$ cat config.mk
export PLATFORM = sky130hd
export DESIGN_NAME = fp_exec_top
export DESIGN_NICKNAME = d
export VERILOG_FILES = /design/src/fp_cfg_pkg.sv /design/src/fp_isa_pkg.sv /design/src/fp_regfile.sv /design/src/fp_decoder.sv /design/src/fp_issue_stage.sv /design/src/fp_misc_unit.sv /design/src/fp_exec_top.sv
export SDC_FILE = /design/constraint.sdc
export NUM_CORES = 2
export LEC_CHECK = 0
export BUFFER_PORTS_ARGS = -buffer_cell sky130_fd_sc_hd__buf_2
export CAP_MARGIN = 20
export CORE_UTILIZATION = 45
export DETAILED_ROUTE_END_ITERATION = 16
export GPL_TIMING_DRIVEN = 1
export SLEW_MARGIN = 20
export SYNTH_ARGS = -nofsm -noshare
export SYNTH_HDL_FRONTEND = slang
export SYNTH_SLANG_ARGS = --single-unit
$ cat constraint.sdc
create_clock -name clk_i -period 5.8 [get_ports clk_i]
set_clock_uncertainty 0.05 [all_clocks]
set_input_delay 1.16 -clock clk_i [delete_from_list [all_inputs] [get_ports clk_i]]
set_output_delay 1.16 -clock clk_i [all_outputs]
set_load 0.02 [all_outputs]
$ cat src/fp_cfg_pkg.sv
/*
 * Single-precision data path configuration
 * Word width, register count and field widths
 * Typedefs for register values and register addresses
 */

package fp_cfg_pkg;

  // Only single precision is built
  localparam int unsigned FLEN      = 32;
  localparam int unsigned NUM_FREGS = 32;
  localparam int unsigned FREG_AW   = 5;

  // IEEE-754 binary32 field widths
  localparam int unsigned EXP_W  = 8;
  localparam int unsigned MANT_W = 23;

  // One register value, also used for integer-side data
  typedef logic [FLEN-1:0] fp_word_t;

  // Register address, FP or integer destination
  typedef logic [FREG_AW-1:0] freg_addr_t;

  // Canonical quiet NaN
  // Positive sign, all-ones exponent, only the quiet bit set
  localparam fp_word_t CANON_NAN = 32'h7fc0_0000;

endpackage

$ cat src/fp_isa_pkg.sv
/*
 * F-extension encodings for the non-arithmetic operations
 * Major opcode, funct7 and funct3 constants
 * Operation enum and FCLASS mask bit positions
 */

package fp_isa_pkg;

  // Major opcode for OP-FP
  localparam logic [6:0] OPC_OP_FP = 7'b1010011;

  // funct7 with fmt = S in the low two bits
  localparam logic [6:0] FUNCT7_SGNJ   = 7'b0010000;
  localparam logic [6:0] FUNCT7_MINMAX = 7'b0010100;
  localparam logic [6:0] FUNCT7_CMP    = 7'b1010000;
  // FMV.X.W and FCLASS.S, split by funct3
  localparam logic [6:0] FUNCT7_MV_X_W = 7'b1110000;
  localparam logic [6:0] FUNCT7_MV_W_X = 7'b1111000;

  // funct3 per group
  localparam logic [2:0] F3_SGNJ   = 3'b000;
  localparam logic [2:0] F3_SGNJN  = 3'b001;
  localparam logic [2:0] F3_SGNJX  = 3'b010;
  localparam logic [2:0] F3_MIN    = 3'b000;
  localparam logic [2:0] F3_MAX    = 3'b001;
  localparam logic [2:0] F3_FLE    = 3'b000;
  localparam logic [2:0] F3_FLT    = 3'b001;
  localparam logic [2:0] F3_FEQ    = 3'b010;
  localparam logic [2:0] F3_FMV    = 3'b000;
  localparam logic [2:0] F3_FCLASS = 3'b001;

  // Decoded operation
  typedef enum logic [3:0] {
    OP_NONE,
    OP_FSGNJ,
    OP_FSGNJN,
    OP_FSGNJX,
    OP_FMIN,
    OP_FMAX,
    OP_FEQ,
    OP_FLT,
    OP_FLE,
    OP_FCLASS,
    OP_FMV_X_W,
    OP_FMV_W_X
  } fp_op_e;

  // FCLASS.S result bits, RISC-V order
  localparam int unsigned CLASS_NEG_INF     = 0;
  localparam int unsigned CLASS_NEG_NORM    = 1;
  localparam int unsigned CLASS_NEG_SUBNORM = 2;
  localparam int unsigned CLASS_NEG_ZERO    = 3;
  localparam int unsigned CLASS_POS_ZERO    = 4;
  localparam int unsigned CLASS_POS_SUBNORM = 5;
  localparam int unsigned CLASS_POS_NORM    = 6;
  localparam int unsigned CLASS_POS_INF     = 7;
  localparam int unsigned CLASS_SNAN        = 8;
  localparam int unsigned CLASS_QNAN        = 9;

endpackage

$ cat src/fp_regfile.sv
/*
 * FP register file on flip-flops
 * 32 x 32-bit registers, reset to zero
 * Three combinational read ports, one write port
 */

`timescale 1ns/1ps

module fp_regfile (
  input  logic                   clk_i,
  input  logic                   rst_ni,

  input  fp_cfg_pkg::freg_addr_t raddr_a_i,
  input  fp_cfg_pkg::freg_addr_t raddr_b_i,
  input  fp_cfg_pkg::freg_addr_t raddr_c_i,
  output fp_cfg_pkg::fp_word_t   rdata_a_o,
  output fp_cfg_pkg::fp_word_t   rdata_b_o,
  output fp_cfg_pkg::fp_word_t   rdata_c_o,

  input  fp_cfg_pkg::freg_addr_t waddr_i,
  input  fp_cfg_pkg::fp_word_t   wdata_i,
  input  logic                   we_i
);
  import fp_cfg_pkg::*;

  fp_word_t             rf_q [NUM_FREGS];
  logic [NUM_FREGS-1:0] we_dec;

  // One-hot write enables
  always_comb begin
    for (int unsigned i = 0; i < NUM_FREGS; i++) begin
      we_dec[i] = we_i && (waddr_i == freg_addr_t'(i));
    end
  end

  // f0 is writable like any other entry
  for (genvar i = 0; i < NUM_FREGS; i++) begin : g_regs
    always_ff @(posedge clk_i or negedge rst_ni) begin
      if (!rst_ni) begin
        rf_q[i] <= '0;
      end else if (we_dec[i]) begin
        rf_q[i] <= wdata_i;
      end
    end
  end

  // Plain array reads, no bypass here
  assign rdata_a_o = rf_q[raddr_a_i];
  assign rdata_b_o = rf_q[raddr_b_i];
  assign rdata_c_o = rf_q[raddr_c_i];

endmodule

$ cat src/fp_decoder.sv
/*
 * Instruction decoder for the OP-FP non-arithmetic group
 * Operation select, register fields, destination kind, illegal flag
 */

`timescale 1ns/1ps

module fp_decoder (
  input  logic [31:0]            instr_i,
  output fp_isa_pkg::fp_op_e     op_o,
  output fp_cfg_pkg::freg_addr_t rs1_o,
  output fp_cfg_pkg::freg_addr_t rs2_o,
  output fp_cfg_pkg::freg_addr_t rd_o,
  output logic                   rd_is_fp_o,
  output logic                   illegal_o
);
  import fp_cfg_pkg::*;
  import fp_isa_pkg::*;

  logic [6:0] opcode;
  logic [2:0] funct3;
  logic [6:0] funct7;
  logic       rs2_zero;

  // R-type fields
  assign opcode   = instr_i[6:0];
  assign rd_o     = instr_i[11:7];
  assign funct3   = instr_i[14:12];
  assign rs1_o    = instr_i[19:15];
  assign rs2_o    = instr_i[24:20];
  assign funct7   = instr_i[31:25];
  assign rs2_zero = (instr_i[24:20] == 5'd0);

  // Operation select
  always_comb begin
    op_o = OP_NONE;
    if (opcode == OPC_OP_FP) begin
      case (funct7)
        FUNCT7_SGNJ: begin
          case (funct3)
            F3_SGNJ:  op_o = OP_FSGNJ;
            F3_SGNJN: op_o = OP_FSGNJN;
            F3_SGNJX: op_o = OP_FSGNJX;
            default:  op_o = OP_NONE;
          endcase
        end
        FUNCT7_MINMAX: begin
          case (funct3)
            F3_MIN:  op_o = OP_FMIN;
            F3_MAX:  op_o = OP_FMAX;
            default: op_o = OP_NONE;
          endcase
        end
        FUNCT7_CMP: begin
          case (funct3)
            F3_FEQ:  op_o = OP_FEQ;
            F3_FLT:  op_o = OP_FLT;
            F3_FLE:  op_o = OP_FLE;
            default: op_o = OP_NONE;
          endcase
        end
        // Single-operand forms need rs2 = 0
        FUNCT7_MV_X_W: begin
          if (rs2_zero && funct3 == F3_FMV) begin
            op_o = OP_FMV_X_W;
          end else if (rs2_zero && funct3 == F3_FCLASS) begin
            op_o = OP_FCLASS;
          end
        end
        FUNCT7_MV_W_X: begin
          if (rs2_zero && funct3 == F3_FMV) begin
            op_o = OP_FMV_W_X;
          end
        end
        default: op_o = OP_NONE;
      endcase
    end
  end

  // Compares, classify and FMV.X.W write the integer side
  always_comb begin
    case (op_o)
      OP_FSGNJ, OP_FSGNJN, OP_FSGNJX,
      OP_FMIN, OP_FMAX, OP_FMV_W_X: rd_is_fp_o = 1'b1;
      default:                      rd_is_fp_o = 1'b0;
    endcase
  end

  assign illegal_o = (op_o == OP_NONE);

endmodule

$ cat src/fp_issue_stage.sv
/*
 * Operand forwarding and execute-stage pipeline register
 * Bypass from the instruction in execute, FMV.W.X operand select
 */

`timescale 1ns/1ps

module fp_issue_stage (
  input  logic                   clk_i,
  input  logic                   rst_ni,

  // Decode stage
  input  logic                   valid_i,
  input  fp_isa_pkg::fp_op_e     op_i,
  input  fp_cfg_pkg::freg_addr_t rs1_i,
  input  fp_cfg_pkg::freg_addr_t rs2_i,
  input  fp_cfg_pkg::freg_addr_t rd_i,
  input  logic                   rd_is_fp_i,
  input  logic                   illegal_i,
  input  fp_cfg_pkg::fp_word_t   rf_a_i,
  input  fp_cfg_pkg::fp_word_t   rf_b_i,
  input  fp_cfg_pkg::fp_word_t   int_operand_i,

  // Result of the instruction now in execute
  input  fp_cfg_pkg::fp_word_t   result_i,

  // Execute stage
  output logic                   ex_valid_o,
  output fp_isa_pkg::fp_op_e     ex_op_o,
  output fp_cfg_pkg::fp_word_t   ex_a_o,
  output fp_cfg_pkg::fp_word_t   ex_b_o,
  output fp_cfg_pkg::freg_addr_t ex_rd_o,
  output logic                   ex_rd_is_fp_o,
  output logic                   fwd_rf_we_o
);
  import fp_cfg_pkg::*;
  import fp_isa_pkg::*;

  logic       ex_valid_q;
  fp_op_e     ex_op_q;
  fp_word_t   ex_a_q;
  fp_word_t   ex_b_q;
  freg_addr_t ex_rd_q;
  logic       ex_rd_is_fp_q;

  logic       ex_writes_fp;
  logic       fwd_a;
  logic       fwd_b;
  logic       accept;
  fp_word_t   opnd_a;
  fp_word_t   opnd_b;

  // Execute stage will write the RF at the end of this cycle
  assign ex_writes_fp = ex_valid_q & ex_rd_is_fp_q;

  // Bypass hits, per source
  assign fwd_a = ex_writes_fp && (ex_rd_q == rs1_i);
  assign fwd_b = ex_writes_fp && (ex_rd_q == rs2_i);

  always_comb begin
    opnd_a = fwd_a ? result_i : rf_a_i;
    opnd_b = fwd_b ? result_i : rf_b_i;
    // Integer source replaces rs1
    if (op_i == OP_FMV_W_X) begin
      opnd_a = int_operand_i;
    end
  end

  // Only legal strobed words enter execute
  assign accept = valid_i & ~illegal_i;

  always_ff @(posedge clk_i or negedge rst_ni) begin
    if (!rst_ni) begin
      ex_valid_q <= 1'b0;
    end else begin
      ex_valid_q <= accept;
    end
  end

  // Payload, qualified by ex_valid_q
  always_ff @(posedge clk_i) begin
    if (accept) begin
      ex_op_q       <= op_i;
      ex_a_q        <= opnd_a;
      ex_b_q        <= opnd_b;
      ex_rd_q       <= rd_i;
      ex_rd_is_fp_q <= rd_is_fp_i;
    end
  end

  assign ex_valid_o    = ex_valid_q;
  assign ex_op_o       = ex_op_q;
  assign ex_a_o        = ex_a_q;
  assign ex_b_o        = ex_b_q;
  assign ex_rd_o       = ex_rd_q;
  assign ex_rd_is_fp_o = ex_rd_is_fp_q;
  assign fwd_rf_we_o   = ex_writes_fp;

endmodule

$ cat src/fp_misc_unit.sv
/*
 * Combinational non-arithmetic FP unit
 * Sign injection, IEEE-754 2019 min/max, compares, classify, moves
 */

`timescale 1ns/1ps

module fp_misc_unit (
  input  fp_isa_pkg::fp_op_e   op_i,
  input  fp_cfg_pkg::fp_word_t a_i,
  input  fp_cfg_pkg::fp_word_t b_i,
  output fp_cfg_pkg::fp_word_t result_o
);
  import fp_cfg_pkg::*;
  import fp_isa_pkg::*;

  // One-hot class mask of a binary32 value
  function automatic logic [9:0] classify(fp_word_t v);
    logic              sgn;
    logic [EXP_W-1:0]  exp;
    logic [MANT_W-1:0] man;
    logic [9:0]        mask;
    sgn  = v[FLEN-1];
    exp  = v[FLEN-2 -: EXP_W];
    man  = v[MANT_W-1:0];
    mask = '0;
    if (exp == '1) begin
      if (man == '0) begin
        mask[sgn ? CLASS_NEG_INF : CLASS_POS_INF] = 1'b1;
      end else if (man[MANT_W-1]) begin
        // Quiet bit is the mantissa MSB
        mask[CLASS_QNAN] = 1'b1;
      end else begin
        mask[CLASS_SNAN] = 1'b1;
      end
    end else if (exp == '0) begin
      if (man == '0) begin
        mask[sgn ? CLASS_NEG_ZERO : CLASS_POS_ZERO] = 1'b1;
      end else begin
        mask[sgn ? CLASS_NEG_SUBNORM : CLASS_POS_SUBNORM] = 1'b1;
      end
    end else begin
      mask[sgn ? CLASS_NEG_NORM : CLASS_POS_NORM] = 1'b1;
    end
    return mask;
  endfunction

  logic [9:0]      class_a;
  logic [9:0]      class_b;
  logic            a_nan;
  logic            b_nan;
  logic            any_nan;
  logic            a_sgn;
  logic            b_sgn;
  logic [FLEN-2:0] a_mag;
  logic [FLEN-2:0] b_mag;
  logic            both_zero;
  logic            lt_tot;
  logic            feq;
  logic            flt;
  logic            fle;
  fp_word_t        min_res;
  fp_word_t        max_res;

  assign class_a = classify(a_i);
  assign class_b = classify(b_i);

  assign a_nan   = class_a[CLASS_SNAN] | class_a[CLASS_QNAN];
  assign b_nan   = class_b[CLASS_SNAN] | class_b[CLASS_QNAN];
  assign any_nan = a_nan | b_nan;

  assign a_sgn = a_i[FLEN-1];
  assign b_sgn = b_i[FLEN-1];
  assign a_mag = a_i[FLEN-2:0];
  assign b_mag = b_i[FLEN-2:0];

  // +0 and -0 compare equal
  assign both_zero = (a_mag == '0) && (b_mag == '0);

  // Sign-magnitude ordering with -0 below +0
  always_comb begin
    if (a_sgn != b_sgn) begin
      lt_tot = a_sgn;
    end else if (a_sgn) begin
      lt_tot = a_mag > b_mag;
    end else begin
      lt_tot = a_mag < b_mag;
    end
  end

  // Any NaN gives false
  assign feq = !any_nan && ((a_i == b_i) || both_zero);
  assign flt = !any_nan && lt_tot && !both_zero;
  assign fle = !any_nan && (lt_tot || (a_i == b_i) || both_zero);

  // A single NaN loses to the number
  always_comb begin
    if (a_nan && b_nan) begin
      min_res = CANON_NAN;
      max_res = CANON_NAN;
    end else if (a_nan) begin
      min_res = b_i;
      max_res = b_i;
    end else if (b_nan) begin
      min_res = a_i;
      max_res = a_i;
    end else begin
      min_res = lt_tot ? a_i : b_i;
      max_res = lt_tot ? b_i : a_i;
    end
  end

  always_comb begin
    case (op_i)
      OP_FSGNJ:   result_o = {b_sgn, a_mag};
      OP_FSGNJN:  result_o = {~b_sgn, a_mag};
      OP_FSGNJX:  result_o = {a_sgn ^ b_sgn, a_mag};
      OP_FMIN:    result_o = min_res;
      OP_FMAX:    result_o = max_res;
      OP_FEQ:     result_o = fp_word_t'(feq);
      OP_FLT:     result_o = fp_word_t'(flt);
      OP_FLE:     result_o = fp_word_t'(fle);
      OP_FCLASS:  result_o = fp_word_t'(class_a);
      // Raw bit moves in both directions
      OP_FMV_X_W: result_o = a_i;
      OP_FMV_W_X: result_o = a_i;
      default:    result_o = '0;
    endcase
  end

endmodule

$ cat src/fp_exec_top.sv
/*
 * Top level of the non-arithmetic FP subsystem
 * Decoder, register file, issue stage and misc unit
 */

`timescale 1ns/1ps

module fp_exec_top (
  input  logic                   clk_i,
  input  logic                   rst_ni,

  // Instruction strobe and integer source
  input  logic                   instr_valid_i,
  input  logic [31:0]            instr_i,
  input  fp_cfg_pkg::fp_word_t   int_operand_i,

  // Debug read of architectural state
  input  fp_cfg_pkg::freg_addr_t dbg_raddr_i,
  output fp_cfg_pkg::fp_word_t   dbg_rdata_o,

  // Integer-side result
  output logic                   int_valid_o,
  output fp_cfg_pkg::freg_addr_t int_rd_o,
  output fp_cfg_pkg::fp_word_t   int_result_o,

  output logic                   illegal_o
);
  import fp_cfg_pkg::*;
  import fp_isa_pkg::*;

  // Decode
  fp_op_e     dec_op;
  freg_addr_t dec_rs1;
  freg_addr_t dec_rs2;
  freg_addr_t dec_rd;
  logic       dec_rd_is_fp;
  logic       dec_illegal;

  // RF reads
  fp_word_t   rf_a;
  fp_word_t   rf_b;

  // Execute
  logic       ex_valid;
  fp_op_e     ex_op;
  fp_word_t   ex_a;
  fp_word_t   ex_b;
  freg_addr_t ex_rd;
  logic       ex_rd_is_fp;
  logic       rf_we;
  fp_word_t   ex_result;

  fp_decoder u_decoder (
    .instr_i    (instr_i),
    .op_o       (dec_op),
    .rs1_o      (dec_rs1),
    .rs2_o      (dec_rs2),
    .rd_o       (dec_rd),
    .rd_is_fp_o (dec_rd_is_fp),
    .illegal_o  (dec_illegal)
  );

  // Port c is the debug read
  fp_regfile u_regfile (
    .clk_i     (clk_i),
    .rst_ni    (rst_ni),
    .raddr_a_i (dec_rs1),
    .raddr_b_i (dec_rs2),
    .raddr_c_i (dbg_raddr_i),
    .rdata_a_o (rf_a),
    .rdata_b_o (rf_b),
    .rdata_c_o (dbg_rdata_o),
    .waddr_i   (ex_rd),
    .wdata_i   (ex_result),
    .we_i      (rf_we)
  );

  fp_issue_stage u_issue (
    .clk_i         (clk_i),
    .rst_ni        (rst_ni),
    .valid_i       (instr_valid_i),
    .op_i          (dec_op),
    .rs1_i         (dec_rs1),
    .rs2_i         (dec_rs2),
    .rd_i          (dec_rd),
    .rd_is_fp_i    (dec_rd_is_fp),
    .illegal_i     (dec_illegal),
    .rf_a_i        (rf_a),
    .rf_b_i        (rf_b),
    .int_operand_i (int_operand_i),
    .result_i      (ex_result),
    .ex_valid_o    (ex_valid),
    .ex_op_o       (ex_op),
    .ex_a_o        (ex_a),
    .ex_b_o        (ex_b),
    .ex_rd_o       (ex_rd),
    .ex_rd_is_fp_o (ex_rd_is_fp),
    .fwd_rf_we_o   (rf_we)
  );

  fp_misc_unit u_misc (
    .op_i     (ex_op),
    .a_i      (ex_a),
    .b_i      (ex_b),
    .result_o (ex_result)
  );

  // Integer results leave during the execute cycle
  assign int_valid_o  = ex_valid & ~ex_rd_is_fp;
  assign int_rd_o     = ex_rd;
  assign int_result_o = ex_result;
  assign illegal_o    = dec_illegal;

endmodule

=== Word level (Yosys, flattened, before mapping) ===
Cells that the tools add are included.

* Bitwise logic cells: 13
* Divide/modulo/power cells: 0
* Multipliers: 0
* Add/subtract/negate cells: 0
* Equality and inequality tests: 62
* $lt $le $gt $ge: 21
* Multiplexer cells: 70
* Shift operators: 0
* Reductions and logical operators: 67

{| class="wikitable"
|+ Operators by type and width
! cell !! number
|-
| $mux W32 || 17
|-
| $bmux W32 S5 || 3
|-
| $pmux W32 S10 || 1
|-
| $ge A32 B1 Y1 const B || 8
|-
| $lt A32 B5 Y1 const B || 8
|-
| $eq A5 B5 Y1 const B || 16
|-
| $logic_not A31 Y1 || 2
|-
| $mux W10 || 6
|-
| $logic_and A1 B1 Y1 || 50
|-
| $logic_not A23 Y1 || 2
|-
| $eq A5 B4 Y1 const B || 8
|-
| $demux W1 S4 || 8
|-
| $eq A32 B32 Y1 || 1
|-
| $gt A31 B31 Y1 || 1
|-
| $lt A31 B31 Y1 || 1
|-
| $eq A7 B7 Y1 const B || 4
|-
| $eq A4 B3 Y1 const B || 6
|-
| $mux W3 || 8
|-
| $eq A4 B4 Y1 const B || 5
|-
| $eq A5 B3 Y1 const B || 4
|-
| $pmux W4 S5 || 1
|-
| $ge A6 B6 Y1 const B || 3
|-
| $not A5 Y6 || 3
|-
| $eq A4 B2 Y1 const B || 4
|-
| other kinds (28) || 63
|}

* Register bits: 1099
* Latch bits: 0
* Bits in read-only memories: 0
* Memory bits (writable): 0
* Output and inout port bits: 71
* Memories kept: 0
* Input port bits: 72
* Word-level logic and storage cells: 271

=== Depth between registers and ports, before layout ===
* Depth after elaboration: 16
* Mapped depth: 14
* Mapped depth without buffers: 11

=== By module ===
Synthesis repeated with hierarchy kept, for this count alone.

* Cell total of the unflattened synthesis: 6391
* Area, all modules: 70453.8 µm²

{| class="wikitable"
|+ Modules (own cells, without submodules)
! module !! cells an instance !! area each (µm²) !! times used
|-
| fp_regfile || 5768 || 64451.8 || 1
|-
| fp_issue_stage || 278 || 3631.0 || 1
|-
| fp_misc_unit || 281 || 1888.1 || 1
|-
| fp_decoder || 63 || 469.2 || 1
|-
| fp_exec_top || 1 || 13.8 || 1
|}

=== Worst setup path after synthesis ===
OpenSTA, ideal clock, no wires.

* Kind: input to register
* From: in instr_i[20]
* To: reg u_issue.ex_a_q[0] (netlist: u_issue.ex_a_o[0]) (enable)
* Data arrival time: 6.159 ns
* Setup slack: -0.924 ns
* Path buffers: 1
* Stages on the path: 9
* Setup time: 0.515 ns
* Cells stage by stage: clkbuf_1 -> or4_1 -> or4_4 -> a21oi_2 -> o21ai_1 -> or2_0 -> inv_1 -> nor4_1 -> nor2b_1

* Longest elaborated chain between the ends: 9

{| class="wikitable"
|+ Ends and longest elaborated chain
! what !! RTL line !! source
|-
| start, declared || fp_exec_top.sv:14 || <nowiki>input logic [31:0] instr_i,</nowiki>
|-
| $logic_not A5 Y1 * || fp_decoder.sv:32 || <nowiki>assign rs2_zero = (instr_i[24:20] == 5'd0);</nowiki>
|-
| $logic_and A1 B1 Y1 || fp_decoder.sv:66 || <nowiki>end else if (rs2_zero && funct3 == F3_FCLASS) begin</nowiki>
|-
| $mux W4 || fp_decoder.sv:66 ||
|-
| $mux W4 || fp_decoder.sv:64 || <nowiki>if (rs2_zero && funct3 == F3_FMV) begin</nowiki>
|-
| $pmux W4 S5 * || fp_decoder.sv:38 || <nowiki>case (funct7)</nowiki>
|-
| $mux W4 * || fp_decoder.sv:37 || <nowiki>if (opcode == OPC_OP_FP) begin</nowiki>
|-
| net dec_op[3] || fp_exec_top.sv:32 || <nowiki>fp_op_e dec_op;</nowiki>
|-
| $logic_not A4 Y1 * || fp_decoder.sv:89 || <nowiki>assign illegal_o = (op_o == OP_NONE);</nowiki>
|-
| net illegal_o || fp_exec_top.sv:26 || <nowiki>output logic illegal_o</nowiki>
|-
| $not A1 Y1 * || fp_issue_stage.sv:70 || <nowiki>assign accept = valid_i & ~illegal_i;</nowiki>
|-
| $and A1 B1 Y1 * || fp_issue_stage.sv:70 ||
|-
| net u_issue.accept || fp_issue_stage.sv:49 || <nowiki>logic accept;</nowiki>
|-
| end signal, assigned || fp_issue_stage.sv:84 || <nowiki>ex_a_q <= opnd_a;</nowiki>
|-
| end, declared || fp_issue_stage.sv:41 || <nowiki>fp_word_t ex_a_q;</nowiki>
|}

Mark *: on every way through the listed nets, which the timed path passes. The rest lies on a longest branch.
A chain may end at the register's enable or synchronous reset.

=== Worst setup path in the final report ===
* From: reg u_issue.ex_a_q[26] (netlist: u_issue.ex_a_o[26])
* To: out int_result_o[23]

* Longest elaborated chain between the ends: 8

{| class="wikitable"
|+ Ends and longest elaborated chain
! what !! RTL line !! source
|-
| $lt A31 B31 Y1 / $gt A31 B31 Y1 (equally long branches) || fp_misc_unit.sv:87, fp_misc_unit.sv:85 ||
|-
| $mux W1 || fp_misc_unit.sv:84 || <nowiki>end else if (a_sgn) begin</nowiki>
|-
| $mux W1 || fp_misc_unit.sv:82 || <nowiki>if (a_sgn != b_sgn) begin</nowiki>
|-
| $mux W32 (on tied branches) || fp_misc_unit.sv:109, fp_misc_unit.sv:108 ||
|-
| $mux W32 || fp_misc_unit.sv:104 || <nowiki>end else if (b_nan) begin</nowiki>
|-
| $mux W32 || fp_misc_unit.sv:101 || <nowiki>end else if (a_nan) begin</nowiki>
|-
| $mux W32 || fp_misc_unit.sv:98 || <nowiki>if (a_nan && b_nan) begin</nowiki>
|-
| $pmux W32 S10 * || fp_misc_unit.sv:114 || <nowiki>case (op_i)</nowiki>
|-
| end, declared || fp_exec_top.sv:24 || <nowiki>output fp_cfg_pkg::fp_word_t int_result_o,</nowiki>
|}

Mark *: on every way between the ends. The rest lies on a longest branch, timed or not.

==> impl_metrics.toml <==
[worst_setup_path]
critical_path_s_top_delay_family = "compound AO/OA/AOI/OAI gates"
crit_path_max_incr_delay_ns = 0.50
timing.critical_path.fanout_max = 15
critical_path.endpoint_type = "output pin"
crit_slowest_cell = "edfxtp_1"
crit_path_cell_trace = "ha_1 -> nand4_1 -> buf_4 -> nor3_2 -> a22oi_1 -> a31o_1 -> o21a_2 -> o211ai_1 -> buf_4 -> nand3_2 -> buf_6 -> a221oi_4 -> inv_1 -> buf_2"
cp-startpoint = "u_issue.ex_a_o[26]$_DFFE_PP_"
required_ns = 4.59
worst_setup_path_start_kind = "flop"
cpMostUsedCell = "buf_4"
path_class = "reg2out"
cp.arrival_ns = 4.35
worstPathBufferInverterCount = 5
worstReg2RegStart = "u_issue.ex_a_o[26]$_DFFE_PP_"

[floorplan]
core.rowCount = 139
boundaryPins = 143
floorplan.initialDensity_pct = 45.54
die-area_um2 = 147400
die_h_um = 384.0
placeableCoreArea_um2 = 144200
die_w_um = 384.0

[sta]
worst_slew_pin_slew_ns = 1.230
slew_violations = 0
highest_attainable_clock_frequency_ghz = 0.1798
fin_tns_setup_ns = 0
min_period_over_period_pct = 95.89
slew-limit-headroom_pct = 18.03
finalSetupViolations = 0
finalWorstPathRequiredPeriod_ns = 5.562
grt_setup_unrepaired = "no"
fin_worst_hold_slack_ns = 0.2775
finalHoldViolations = 0

[finish]
area_growth_pct = 12.23
finalInstanceArea_um2 = 73680
layout-drive-gt1-share_pct = 30.45
fillers = 12315
finish.net_count = 5423
fin_util_pct = 51.11

[pwr]
net-switching-power_mw = 4.154
max-vdd-ir-drop_mv = 0.2580
clock_power_share_pct = 49.1
p_sw_share_pct = 24.12
power.density_cell_area_nw_per_um2 = 233.7
power.leakage_nw = 31.00
cell_internal_pwr_mw = 13.06
combPwrFrac_pct = 6.0
seqPwrFrac_pct = 44.9

[global_route]
grt_start_max_net_pins = 170
grt_pass1_vias = 47741
grt_overflow_total = 0
antenna_violations_before_repair = 7
grt_util_overall_pct = 31.22
grt_pass1_wl_um = 334400

[clocking]
insertion_delay_ns = 0.80
cts-hold-fix-buffers = 0
clkTransAtPathRegs_ns = 0.06
cts_max_level = 3
cts-root-to-sink-buffers = 3
tritoncts.num_buffers = 121
cts_tree = "yes"
cts.root.buffer_cell = "clkbuf_16"
clkSinkCount = 1099

[drt]
num_vias = 49003
antenna_violation_net_count_after_detailed_routing = 0
viasPerCell = 6.692
routedWlPerCell_um = 30.90
post-route-drc-count = 0
drt_pass1_iterations = 7
postRouteWirelength_um = 226300
first_iter_violations = 6642

[placed_design]
dpl_cell_area_um2 = 69170
gp_congestion = 0.9492
port_buffers = 142
dpl.hpwl_um = 139700

[yosys]
async_flop_share_pct = 93.27
syn-cell-area_um2 = 65650
synthDistinctLibCells = 68
synth_ff_type = "dfrtp_1"
ys_seq_elements = 1099
synth.yosys.seq_area_share_pct = 42.45
synth_enable_flop_cells = 74
syn_inst = 5426
synth_area_per_cell_um2 = 12.10
ys.warnings.count = 0
synthesis.nets = 5531

[run]
max-cap-violations = 0

[outcome]
outcome = "complete, no violations"

[worst_hold_path]
min_path_type = "in2async"
-- cells by family (layout without fill, tap and decap cells) --
kind of cell               after synthesis  count (layout)  share of synthesized area, %
buffers and inverters                  638             630                         3.766
AOI/OAI and AO/OA                     1230            1230                         9.969
adders and majority gates               34              34                        0.6442
muxes                                 1082            1082                         34.90
xor gates and xnor gates                11              11                        0.1468
other                                    0               1                             0
DFF                                   1099            1099                         42.45
and+or+nand+nor                       1332            1333                         8.115
-- layout make-up --
class                           instances  area, µm²  area share [%]
Antenna cell                            1      2.502        0.003396
Clock inverter                         72      954.7           1.296
Clock buffer                          152       3390           4.600
Multi-Input combinational cell       3690      35930           48.76
Tap cell                             1903       2381           3.231
Sequential cell                      1099      27870           37.83
Inverter                               74      277.8          0.3770
Timing Repair Buffer                  332       2880           3.909
-- synthesized netlist by cell type, types with 5 or more instances --
library cell / count / area [µm²]
ha_1: 33 / 412.9
a221oi_2: 10 / 150.1
mux2_2: 59 / 664.4
edfxtp_1: 74 / 2222
inv_1: 74 / 277.8
or3_1: 5 / 31.28
mux4_2: 960 / 21620
a211oi_1: 13 / 97.59
nor4_1: 26 / 162.7
dfrtp_1: 1025 / 25650
a22oi_1: 14 / 105.1
nor3_1: 10 / 50.05
buf_1: 85 / 319.1
nand4_1: 15 / 93.84
nor2_1: 857 / 3217
o21ai_0: 282 / 1411
nand3_1: 22 / 110.1
a32o_1: 6 / 60.06
o21ai_1: 6 / 30.03
mux2i_1: 63 / 630.6
o31ai_1: 11 / 82.58
a21oi_1: 831 / 4159
a221oi_1: 5 / 43.79
a31oi_1: 27 / 168.9
clkbuf_1: 432 / 1622
nand2_1: 352 / 1321
nand2b_1: 5 / 31.28
xnor2_1: 8 / 70.07
nor2b_1: 13 / 81.33
buf_2: 44 / 220.2
-- cells in the final DEF, fill, tap and decap left out, drive strengths merged, types with 8 or more instances in the layout --
| master | count |
|---|---|
| nand2 | 352 |
| nor2 | 858 |
| nor4 | 26 |
| inv | 76 |
| a221oi | 15 |
| o31ai | 11 |
| nor2b | 13 |
| dfrtp | 1025 |
| a21oi | 832 |
| a211oi | 15 |
| clkbuf | 152 |
| o21ai | 288 |
| clkinv | 45 |
| buf | 332 |
| mux2i | 63 |
| bufinv | 19 |
| a31oi | 27 |
| edfxtp | 74 |
| a22oi | 14 |
| nand4 | 15 |
| nor3 | 10 |
| mux2 | 59 |
| mux4 | 960 |
| nand3 | 23 |
| xnor2 | 8 |
| ha | 33 |
-- layer usage --
metal,track usage [%],share of wire [%],vias to the layer above
met5,0,0.012,-
met4,10.80,3.6,4
met3,8.621,12,451
met2,45.46,44,2822
met1,45.08,40,25405
li1,-,-,20321
-- path summary, 6_finish.rpt --
| check | slack [ns] | cells past startpoint | end |
|---|---|---|---|
| max | 0.24 | 14 | int_result_o[23] |
| min | 0.28 | 1 | u_regfile.rf_q[555]$_DFFE_PN0P_ |
| max reg2reg | 1.46 | 14 | u_issue.ex_b_o[20]$_DFFE_PP_ |
| min reg2reg | 0.47 | 2 | u_regfile.rf_q[955]$_DFFE_PN0P_ |
| max in group asynchronous | 4.08 | 2 | u_regfile.rf_q[471]$_DFFE_PN0P_ |
| min in group clk_i | 0.47 | 2 | u_regfile.rf_q[955]$_DFFE_PN0P_ |
-- power groups by stage --
stage	registers, mW	clock network [mW]	logic (mW)
after global routing	7.73	8.86	1.09
final	7.73	8.46	1.03
after CTS	7.73	8.55	1.04
after detailed placement	7.87	0	1.04
after floorplan	7.87	0	0.560
after global placement	7.87	0	1.03
-- through the flow --
| stage | std cells | worst slack [ns] | power (mW) |
|---|---|---|---|
| 2_1_floorplan | 5426 | 0.4994 | 8.435 |
| 5_1_grt | 7322 | 0.03740 | 17.67 |
| 3_3_place_gp | 7083 | 0.4477 | 8.907 |
| 4_1_cts | 7315 | 0.02167 | 17.32 |
| 3_5_place_dp | 7085 | 0.4356 | 8.909 |
| 6_report | 7323 | 0.2382 | 17.22 |
-- registers in the layout, summed over array words and instances, names as in the netlist --
name                   cells
u_issue.ex_op_o            4
u_issue.ex_rd_o            5
u_issue.ex_a_o            32
u_issue.ex_rd_is_fp_o      1
u_issue.ex_b_o            32
u_issue.ex_valid_o         1
u_regfile.rf_q          1024
-- what timing repair did --
action / 4_1_cts / 5_1_grt
setup buffers: 6 / 4
endpoints found under the hold margin: 0 / 0
pin swaps: 3 / 11
gates cloned: 0 / 1
endpoints found under the setup margin: 17 / 29
resized for setup: 1 / 7
(Power assumes the default switching activity.)
